<file path="src/cpu_boot_config.svh">
`ifndef CPU_BOOT_CONFIG_SVH
`define CPU_BOOT_CONFIG_SVH

////////////////////////////////////////
// memory geometry
////////////////////////////////////////

`define WORD_BYTES      4           // bytes per word
`define BLOCK_WORDS     16          // words moved per host transfer
`define BLOCK_BYTES     16'h0040    // block stride in byte space

`define DM_BLOCKS       17          // data blocks, one per table entry
`define IM_BLOCKS       48          // instruction blocks, contiguous from 0

////////////////////////////////////////
// host addressing
////////////////////////////////////////

// ex_addr bit that tags an instruction block request
`define IM_HOST_SELECT  16

`endif

</file>
<file path="src/host_pkg.sv">
// host side of the boot link
package host_pkg;

    ////////////////////////////////////////
    // host opcode
    ////////////////////////////////////////

    // 2'b11 reserved
    typedef enum logic [1:0] {
        IDLE = 2'b00,   // no request
        READ = 2'b01    // block read from host
    } host_op_t;

    ////////////////////////////////////////
    // loader FSM
    ////////////////////////////////////////

    // data blocks go first, then instruction blocks
    typedef enum logic [2:0] {
        BOOT_IDLE,      // waiting on host ready
        WAIT_DM,        // data block requested
        LOAD_DM,        // data words streaming in
        WAIT_IM,        // instruction block requested
        LOAD_IM,        // instruction words streaming in
        RUN             // boot finished
    } loader_state_t;

    ////////////////////////////////////////
    // host address
    ////////////////////////////////////////

    // only the low half and the select bit carry meaning
    typedef logic [63:0] host_addr_t;

endpackage

</file>
<file path="src/mem_pkg.sv">
`include "cpu_boot_config.svh"

// memory side types and the data block map
package mem_pkg;

    typedef logic [31:0] word_t;
    typedef logic [`BLOCK_WORDS*32-1:0] line_t;     // word 0 in the low bits
    typedef logic [15:0] mem_addr_t;                // byte address

    typedef logic [$clog2(`DM_BLOCKS)-1:0] dm_slot_t;
    typedef logic [$clog2(`BLOCK_WORDS)-1:0] word_sel_t;
    typedef logic [$clog2(`IM_BLOCKS*`BLOCK_WORDS)-1:0] im_idx_t;

    typedef struct packed {
        logic hit;
        dm_slot_t slot;
    } dm_lookup_t;

    ////////////////////////////////////////
    // data block base addresses
    ////////////////////////////////////////

    // slot n of data memory backs entry n
    parameter mem_addr_t DM_BLOCK_TABLE [0:`DM_BLOCKS-1] = '{
        16'h1000, 16'h1040, 16'h1100, 16'h1140,
        16'h2000, 16'h2040, 16'h2100, 16'h2140,
        16'h3000, 16'h3040, 16'h3100, 16'h3140,
        16'h4000, 16'h4040, 16'h4100, 16'h4140,
        16'h0100
    };

    // block base of addr against the table, miss gives hit low
    function automatic dm_lookup_t dm_slot_lookup(input mem_addr_t addr);
        dm_lookup_t res;
        mem_addr_t base;
        res = '0;
        base = addr & ~mem_addr_t'(`BLOCK_BYTES - 1);   // drop offset in block
        for (int i = 0; i < `DM_BLOCKS; i++) begin
            if (DM_BLOCK_TABLE[i] == base) begin
                res.hit = 1'b1;
                res.slot = dm_slot_t'(i);
            end
        end
        return res;
    endfunction

endpackage

</file>
<file path="src/boot_wr_if.sv">
// loader write path into both memories
interface boot_wr_if import mem_pkg::*; ();

    logic im_en;        // instruction memory write strobe
    logic dm_en;        // data memory write strobe
    mem_addr_t addr;    // byte address, shared
    word_t data;

    modport loader (
        output im_en, dm_en, addr, data
    );

    modport im_side (
        input im_en, addr, data
    );

    modport dm_side (
        input dm_en, addr, data
    );

endinterface

</file>
<file path="src/host_loader.sv">
`include "cpu_boot_config.svh"

module host_loader import host_pkg::*, mem_pkg::*; (
    input  logic        clk,
    input  logic        rst_n,
    input  logic        ready,
    input  logic        rd_valid,
    input  logic        tx_done,
    input  word_t       ex_wrt_data,
    output host_addr_t  ex_addr,
    output host_op_t    op,
    output logic        running,
    boot_wr_if.loader   wr
);

    typedef logic [$clog2(`IM_BLOCKS)-1:0] im_blk_t;

    localparam host_addr_t IM_SELECT_BIT = host_addr_t'(1) << `IM_HOST_SELECT;

    loader_state_t state, next_state;

    dm_slot_t  dm_count;    // current data block
    im_blk_t   im_count;    // current instruction block
    mem_addr_t word_addr;   // address of the next streamed word

    mem_addr_t dm_base, im_base, blk_base;
    logic      blk_start;   // word 0 present
    logic      loading;
    logic      last_dm, last_im;

    ////////////////////////////////////////
    // block addressing
    ////////////////////////////////////////

    assign dm_base  = DM_BLOCK_TABLE[dm_count];
    assign im_base  = mem_addr_t'(im_count) * `BLOCK_BYTES;  // contiguous space
    assign blk_base = (state == WAIT_DM) ? dm_base : im_base;

    assign blk_start = ((state == WAIT_DM) || (state == WAIT_IM)) && rd_valid;
    assign loading   = (state == LOAD_DM) || (state == LOAD_IM);

    assign last_dm = (dm_count == dm_slot_t'(`DM_BLOCKS - 1));
    assign last_im = (im_count == im_blk_t'(`IM_BLOCKS - 1));

    ////////////////////////////////////////
    // state and counters
    ////////////////////////////////////////

    always_ff @(posedge clk or negedge rst_n) begin
        if (!rst_n) begin
            state     <= BOOT_IDLE;
            dm_count  <= '0;
            im_count  <= '0;
            word_addr <= '0;
        end else begin
            state <= next_state;
            if (blk_start)
                word_addr <= blk_base + mem_addr_t'(`WORD_BYTES);  // word 1 next
            else if (loading)
                word_addr <= word_addr + mem_addr_t'(`WORD_BYTES);
            if ((state == LOAD_DM) && tx_done && !last_dm)
                dm_count <= dm_count + 1'b1;
            if ((state == LOAD_IM) && tx_done && !last_im)
                im_count <= im_count + 1'b1;
        end
    end

    always_comb begin
        next_state = state;
        case (state)
            BOOT_IDLE: begin
                if (ready)
                    next_state = WAIT_DM;
            end
            WAIT_DM: begin
                if (rd_valid)
                    next_state = LOAD_DM;
            end
            LOAD_DM: begin
                if (tx_done)
                    next_state = last_dm ? WAIT_IM : WAIT_DM;
            end
            WAIT_IM: begin
                if (rd_valid)
                    next_state = LOAD_IM;
            end
            LOAD_IM: begin
                if (tx_done)
                    next_state = last_im ? RUN : WAIT_IM;
            end
            RUN: next_state = RUN;      // left only through reset
            default: next_state = BOOT_IDLE;
        endcase
    end

    ////////////////////////////////////////
    // host request
    ////////////////////////////////////////

    // request held only while waiting on the host
    always_comb begin
        op = IDLE;
        ex_addr = '0;
        case (state)
            WAIT_DM: begin
                op = READ;
                ex_addr = host_addr_t'(dm_base);
            end
            WAIT_IM: begin
                op = READ;
                ex_addr = host_addr_t'(im_base) | IM_SELECT_BIT;
            end
            default: begin
                op = IDLE;
                ex_addr = '0;
            end
        endcase
    end

    assign running = (state == RUN);

    // one write per word, in the cycle the host shows it
    assign wr.dm_en = ((state == WAIT_DM) && rd_valid) || (state == LOAD_DM);
    assign wr.im_en = ((state == WAIT_IM) && rd_valid) || (state == LOAD_IM);
    assign wr.addr  = loading ? word_addr : blk_base;
    assign wr.data  = ex_wrt_data;

endmodule

</file>
<file path="src/flat_wrapper.sv">
// flat-port wrapper written by rule: the top's interface ports become plain ports
module host_loader_flat import host_pkg::*, mem_pkg::*;
  (clk, rst_n, ready, rd_valid, tx_done, ex_wrt_data, ex_addr, op, running, wr_im_en, wr_dm_en, wr_addr, wr_data);
  boot_wr_if wr_i ();
  input  logic clk;
  input  logic rst_n;
  input  logic ready;
  input  logic rd_valid;
  input  logic tx_done;
  input  word_t ex_wrt_data;
  output host_addr_t ex_addr;
  output host_op_t op;
  output logic running;
  output wire logic [$bits(wr_i.im_en)-1:0] wr_im_en;
  output wire logic [$bits(wr_i.dm_en)-1:0] wr_dm_en;
  output wire logic [$bits(wr_i.addr)-1:0] wr_addr;
  output wire logic [$bits(wr_i.data)-1:0] wr_data;
  assign wr_im_en = wr_i.im_en;
  assign wr_dm_en = wr_i.dm_en;
  assign wr_addr = wr_i.addr;
  assign wr_data = wr_i.data;
  host_loader u_core (.clk(clk), .rst_n(rst_n), .ready(ready), .rd_valid(rd_valid), .tx_done(tx_done), .ex_wrt_data(ex_wrt_data), .ex_addr(ex_addr), .op(op), .running(running), .wr(wr_i));
endmodule
</file>
<file path="config.mk">
export PLATFORM = sky130hd
export DESIGN_NAME = host_loader_flat
export DESIGN_NICKNAME = d
export VERILOG_FILES = /design/src/host_pkg.sv /design/src/mem_pkg.sv /design/src/boot_wr_if.sv /design/src/host_loader.sv /design/src/flat_wrapper.sv
export VERILOG_INCLUDE_DIRS = /design/src /design/src/src
export SDC_FILE = /design/constraint.sdc
export NUM_CORES = 1
export LEC_CHECK = 0
export BUFFER_PORTS_ARGS = -buffer_cell sky130_fd_sc_hd__buf_4
export CORE_MARGIN = 4
export CORE_UTILIZATION = 45
export CTS_CLUSTER_SIZE = 8
export DETAILED_ROUTE_END_ITERATION = 12
export PLACE_DENSITY = 0.82
export SYNTH_ARGS = -nofsm -noshare
export SYNTH_HDL_FRONTEND = slang
export SYNTH_SLANG_ARGS = --single-unit
</file>
<file path="constraint.sdc">
create_clock -name clk -period 2.8 [get_ports clk]
set_input_delay 0.28 -clock clk [delete_from_list [all_inputs] [get_ports clk]]
set_output_delay 0.28 -clock clk [all_outputs]
set_load 0.01 [all_outputs]
</file>
==> summary.md, run 1 <==
| Metric | Value |
|---|---|
| Status | `complete, no violations` |
| IO Port Bufs | `32` |
| RSZ-0062 raised after global routing | `no` |
| Initial Util | `0.4739` |
| Leakage Power | `0.001222 uW` |
| Post-synth design cell area | `~2700 um2` |
| Detailed placement HPWL | `4.193 mm` |
| Sequential area share after synthesis | `0.2637` |
| Worst setup EP type | `output port` |
| DP Area | `2482 um2` |
| Die Span X | `roughly 85 um` |
| Initial DRC count | `158` |
| Fin crit period | `2464 ps` |
| R2r worst-path depth | `7` |
| Synth area leader | `dfrtp_1` |
| GPL Wtd Cong | `0.8531` |
| Setup TNS | `0 ps` |
| Yosys top cell area share | `0.2637` |
| VDD IR max | `~0.00044 V` |
| I/O pins | `154` |
| Kind of critical path | `reg -> out` |
| Worst min path class | `in -> reg` |
| Max Fclk | `0.4058 GHz` |
| Reg2Reg Launch Point | `u_core.state[2]$_DFFE_PN0P_` |
| Crit share post-route | `0.8800` |
| Yosys cell types | `49` |
| Final cell count without fillers | `around 390` |
| Crit start category | `register` |
| Crit Path Max Fanout | `17` |
| Worst reg-to-reg setup slack | `~410 ps` |
| Num rows | `27` |
| Setup crit start | `u_core.state[2]$_DFFE_PN0P_` |
| Relative slew slack | `0.5747` |
| Ranking of synthesized cells by area | `dfrtp_1 (26%), buf_4 (26%), xnor2_1 (4.3%)` |
| Area delta synth->final | `-4.049%` |
| Postcts setup bufs | `0` |
| Max-slew violation count | `0` |
| Pwr/cell area | `about 900 nW/um2` |
| Synthesized area per cell | `8.279 um2` |
| Total global-route track usage | `0.1454` |
| Nets | `359` |
| Clock skew | `3.614 ps` |
| Total gr overflow | `0` |
| CTS buffer count | `3` |
| Die Span Y | `~85 um` |
| Post-route total power | `2332 uW` |
| Worst Tran Pin Value | `637.9 ps` |
| Clk sinks | `28` |
| Largest net degree at the start of global routing | `29` |
| Routed WL | `5.421 mm` |
| Post-route setup slack | `between 300 and 400 ps` |
| Yosys warning count | `0` |
| Max_cap viols | `0` |
| Initial antenna violation count | `0` |
| Most used DFF post-synth | `dfrtp_1` |
| Number of synthesized flops with an enable pin | `0` |
| Core ar. | `between 5000 and 6000 um2` |
| Antenna cells | `0` |
| Pre-CTS setup slack | `between 400 and 500 ps` |
| CTS root buffer | `clkbuf_8` |
| H-tree level count | `1` |
| Clk Latency, worst-skew pair | `about 280 ps` |
| Placed Instances | `381` |
| First-pass GRT wire length | `8.838 mm` |
| Vias in the first global route | `1,866` |
| Final setup violation count | `0` |
| Layout cells sized above 1 | `0.1592` |
| Post-route ant nets | `0` |
| CTS max path bufs | `2` |
| Critical Path Sink | `wr_addr[8]` |
| Die area | `approximately 7200 um2` |
| Worst endpoint required time | `2520 ps` |
| Cells after synthesis | `321` |
| Hold Vio Cnt, Final | `0` |
| Register bit total from synthesis | `28` |
| CTS tree | `done` |
| Worst R2R End | `u_core.word_addr[14]$_DFFE_PN0P_` |
| DR vias | `1,967` |
| Clk pin slew, worst setup/hold paths | `100 ps` |
| Crit path arrival time | `about 2200 ps` |
| Pre-Repair DR Iteration Count | `4` |
| Number of vias per cell | `roughly 5.1` |
| Drt drc | `0` |
| Routed wire length per instance | `14.04 um` |
| Post-synth ARST share | `1.000` |
| Finished Cell Area | `2550 um2` |
[cell usage after synthesis, drive strengths merged, types with 4 or more instances]
| master | count |
|---|---|
| buf | 94 |
| dfrtp | 28 |
| nand2 | 27 |
| nor2 | 18 |
| o21ai | 15 |
| xnor2 | 14 |
| a21oi | 12 |
| and3 | 10 |
| nand3 | 10 |
| clkbuf | 9 |
| inv | 9 |
| nand4 | 8 |
| ha | 7 |
| and2 | 6 |
| nor3 | 6 |
| nor4b | 4 |
[worst min path at each step]
stage,slack [ps],cells past startpoint,end,from
floorplan,-20,0,u_core.dm_count[0]$_DFFE_PN0P_,rst_n
global placement,220,1,u_core.word_addr[2]$_DFFE_PN0P_,rst_n
detailed placement,230,1,u_core.word_addr[14]$_DFFE_PN0P_,rst_n
CTS,220,2,u_core.state[2]$_DFFE_PN0P_,tx_done
global route,220,2,u_core.state[2]$_DFFE_PN0P_,tx_done
finish,220,2,u_core.state[2]$_DFFE_PN0P_,tx_done
[layer usage]
| layer | up-vias | track usage | wire, um |
|---|---|---|---|
| met4 | 0 | 0.04604 | 74 |
| met1 | 942 | 0.1845 | 2295 |
| li1 | 934 | - | - |
| met2 | 79 | 0.2512 | 2707 |
| met5 | - | 0 | 0 |
| met3 | 12 | 0.02524 | 344 |
[critical path, cell delays in order (launching register included)]
cell and delay, ps:
dfrtp_1 760, xnor2_2 230, nor2_2 510, nand2_1 130
o21ai_0 110, buf_4 160
[registers in the layout (all words and copies together) (netlist names)]
register	cells
u_core.dm_count	5
u_core.im_count	6
u_core.state	3
u_core.word_addr	14
[cell families (layout without fill, tap and decap cells)]
| family | count (synthesis) | in the layout | share of synthesized area |
|---|---|---|---|
| compound gates | 46 | 46 | 0.1088 |
| simple gates | 106 | 106 | 0.2203 |
| buf+inv | 112 | 49 | 0.2905 |
| other cells | 1 | 57 | 0.001411 |
| xor+xnor | 16 | 16 | 0.06262 |
| mux | 5 | 5 | 0.01977 |
| fa+ha+maj | 7 | 7 | 0.03296 |
| flops | 28 | 28 | 0.2637 |
[cell type report]
| class | instances | area (um2) |
|---|---|---|
| multi-input cells | 237 | 1398 |
| repair buffers | 36 | 272.8 |
| well taps | 72 | 90.09 |
| flip-flops and latches | 28 | 700.7 |
| inverters | 9 | 33.78 |
| clock buffers | 4 | 55.05 |
| fillers | 563 | 3058 |
[what timing repair did]
item	4_1_cts	5_1_grt
hold buffers	1	0
endpoints found under the setup margin	0	8
hold endpoints to repair	28	0
gates resized for setup	0	1
[layout by cell type (no fill, tap or decap), types with 4 or more instances in the layout]
master / instances
ha_1: 7
buf_4: 35
nand4_1: 8
nand3_1: 10
o21ai_0: 15
dfrtp_1: 28
inv_1: 9
nor2_1: 17
xnor2_1: 13
nand2_1: 27
a21oi_1: 12
clkbuf_8: 4
and2_1: 6
and3_1: 10
conb_1: 57
nor3_1: 5
[report_power, final]
| group | internal (uW) | switching, uW | total, uW |
|---|---|---|---|
| registers | 541 | 226 | 767 |
| clock network | 126 | 133 | 259 |
| logic | 562 | 744 | 1310 |
[metrics by stage]
step	utilization	hold slack, ps
2_1_floorplan	-	-15.59
3_3_place_gp	0.4427	221.3
3_5_place_dp	0.4427	225.6
4_1_cts	0.4543	217.5
5_1_grt	0.4547	220.5
6_report	0.4547	222.1
(Power assumes the default switching activity.)
==> inputs of run 2 (changes only) <==
Settings changed: PLACE_DENSITY 0.82 to 0.84.
==> summary.md, run 2 (synthesis results as in run 1) <==
| Metric | Value |
|---|---|
| Reg2Reg Launch Point | `u_core.state[0]$_DFFE_PN0P_` |
| Leakage Power | `0.001222 uW` |
| Total global-route track usage | `0.1396` |
| Core ar. | `5608 um2` |
| Clock skew | `1.657 ps` |
| Number of fill cells | `about 560` |
| Logic pwr share | `0.552` |
| Number of vias per cell | `5.088` |
| CTS Hold Bufs | `1` |
| Die Span X | `84.85 um` |
| Max_cap viols | `0` |
| Routed WL | `between 5 and 6 mm` |
| DP Area | `2482 um2` |
| H-tree level count | `1` |
| CTS max path bufs | `2` |
| Worst R2R End | `u_core.word_addr[14]$_DFFE_PN0P_` |
| Sw Share | `0.4709` |
| Initial Util | `0.4739` |
| R2r worst-path depth | `7` |
| Die area | `7200 um2` |
| Die Span Y | `between 80 and 90 um` |
| Max reg flops | `14` |
| Area delta synth->final | `-4.143%` |
| Relative slew slack | `0.3729` |
| First-pass GRT wire length | `8.438 mm` |
| Clk pin slew, worst setup/hold paths | `100 ps` |
| Core Util, Final | `0.4543` |
| Fin crit period | `2564 ps` |
| Final setup violation count | `0` |
| RSZ-0062 raised after global routing | `no` |
| Worst min path class | `in -> reg` |
| Multi-input logic area | `1395 um2` |
| Register Area | `700.7 um2` |
| Detailed placement HPWL | `4.039 mm` |
| Num rows | `27` |
| Setup crit start | `u_core.state[0]$_DFFE_PN0P_` |
| Status | `complete, no violations` |
| Nets | `359` |
| Hold Vio Cnt, Final | `0` |
| Max Fclk | `0.3900 GHz` |
| Pwr/cell area | `between 900 and 1000 nW/um2` |
| Postcts setup bufs | `0` |
| Most common cell after layout, fill and taps aside | `conb_1` |
| CTS buffer count | `3` |
| Layout cells sized above 1 | `0.1561` |
| Largest registers | `u_core.word_addr x14, u_core.im_count x6, u_core.dm_count x5` |
| CTS tree | `done` |
| Initial DRC count | `207` |
| Worst Hold Endpoint | `u_core.state[2]$_DFFE_PN0P_` |
| Pint | `1226 uW` |
| Post_cts resized | `0` |
| CTS root buffer | `clkbuf_8` |
| Pre-Repair DR Iteration Count | `4` |
| GPL Wtd Cong | `0.9101` |
| Max-slew violation count | `0` |
| Commonest cells after routing, fill and taps aside | `conb_1 (57), buf_4 (35), dfrtp_1 (28), nand2_1 (27), nor2_1 (18)` |
| Worst Tran Pin Value | `937.2 ps` |
| Crit Path Max Fanout | `22` |
| VDD IR max | `0.0004760 V` |
| Antenna cells | `0` |
| Net Sw Power | `1091 uW` |
| Clock Power Share | `0.110` |
| Clk sinks | `28` |
| Post-route ant nets | `0` |
| Reg power frac | `0.337` |
| Routed wire length per instance | `approximately 14 um` |
| IO Port Bufs | `32` |
| Clk Latency, worst-skew pair | `280 ps` |
| DR vias | `1,964` |
| Hold_sp | `tx_done` |
| I/O pins | `approximately 150` |
| Worst setup EP type | `output port` |
| Vias in the first global route | `1,793` |
| Setup TNS | `0 ps` |
| Initial antenna violation count | `0` |
| Largest net degree at the start of global routing | `29` |
| Finished Cell Area | `2547 um2` |
| Drt drc | `0` |
| Crit path arrival time | `~2300 ps` |
| Worst reg-to-reg setup slack | `550 ps` |
| Kind of critical path | `reg -> out` |
| Total gr overflow | `0` |
| Crit start category | `register` |
| Worst endpoint required time | `2520 ps` |
| Crit share post-route | `0.9158` |
| Hold Path Depth | `2` |
| Biggest register | `u_core.word_addr` |
run 2: worst max-delay path by stage:
| stage | end | slack (ps) |
|---|---|---|
| 5_1_grt | wr_addr[6] | 100 |
| 4_1_cts | wr_addr[6] | 260 |
| 3_5_place_dp | u_core.word_addr[12]$_DFFE_PN0P_ | 620 |
| 2_1_floorplan | u_core.word_addr[12]$_DFFE_PN0P_ | 480 |
| 3_3_place_gp | wr_addr[8] | 680 |
| 6_report | wr_addr[6] | 240 |
run 2: routing by layer:
metal  wire [um]  share of wire  vias to the layer above  track usage
met3         461          0.087                        6      0.02718
met5           0              0                        -            0
met2        2652           0.50                       89       0.2391
li1            -              -                      941            -
met1        2138           0.40                      928       0.1786
met4          42         0.0079                        0      0.04029
run 2: cell type report:
class	instances	area share
flip-flops and latches	28	0.2750
repair buffers	36	0.1071
inverters	9	0.01326
multi-input cells	237	0.5476
clock buffers	4	0.02161
well taps	72	0.03536
run 2: power groups by stage:
stage               Clock (uW)  Sequential, uW  Combinational (uW)
floorplan                    0             669                1050
global placement             0             767                1250
detailed placement           0             780                1270
CTS                        266             772                1290
global route               277             806                1420
finish                     256             781                1280
run 2: worst max-delay path: stages (launching register included):
cell and delay [ps]:
dfrtp_1 740, or3b_2 640, nor3_1 200, a21oi_1 110, a21oi_1 170, buf_4 140
run 2: per-stage QoR:
stage                     std cells  power [uW]  setup slack (ps)  hold slack (ps)
final                           386        2316             235.8            215.3
after global routing            386        2505             99.56            220.5
after CTS                       386        2323             255.7            209.8
after detailed placement        381        2054             617.1            226.4
after global placement          381        2015             680.2            220.4
after floorplan                 377        1724             480.5           -15.59
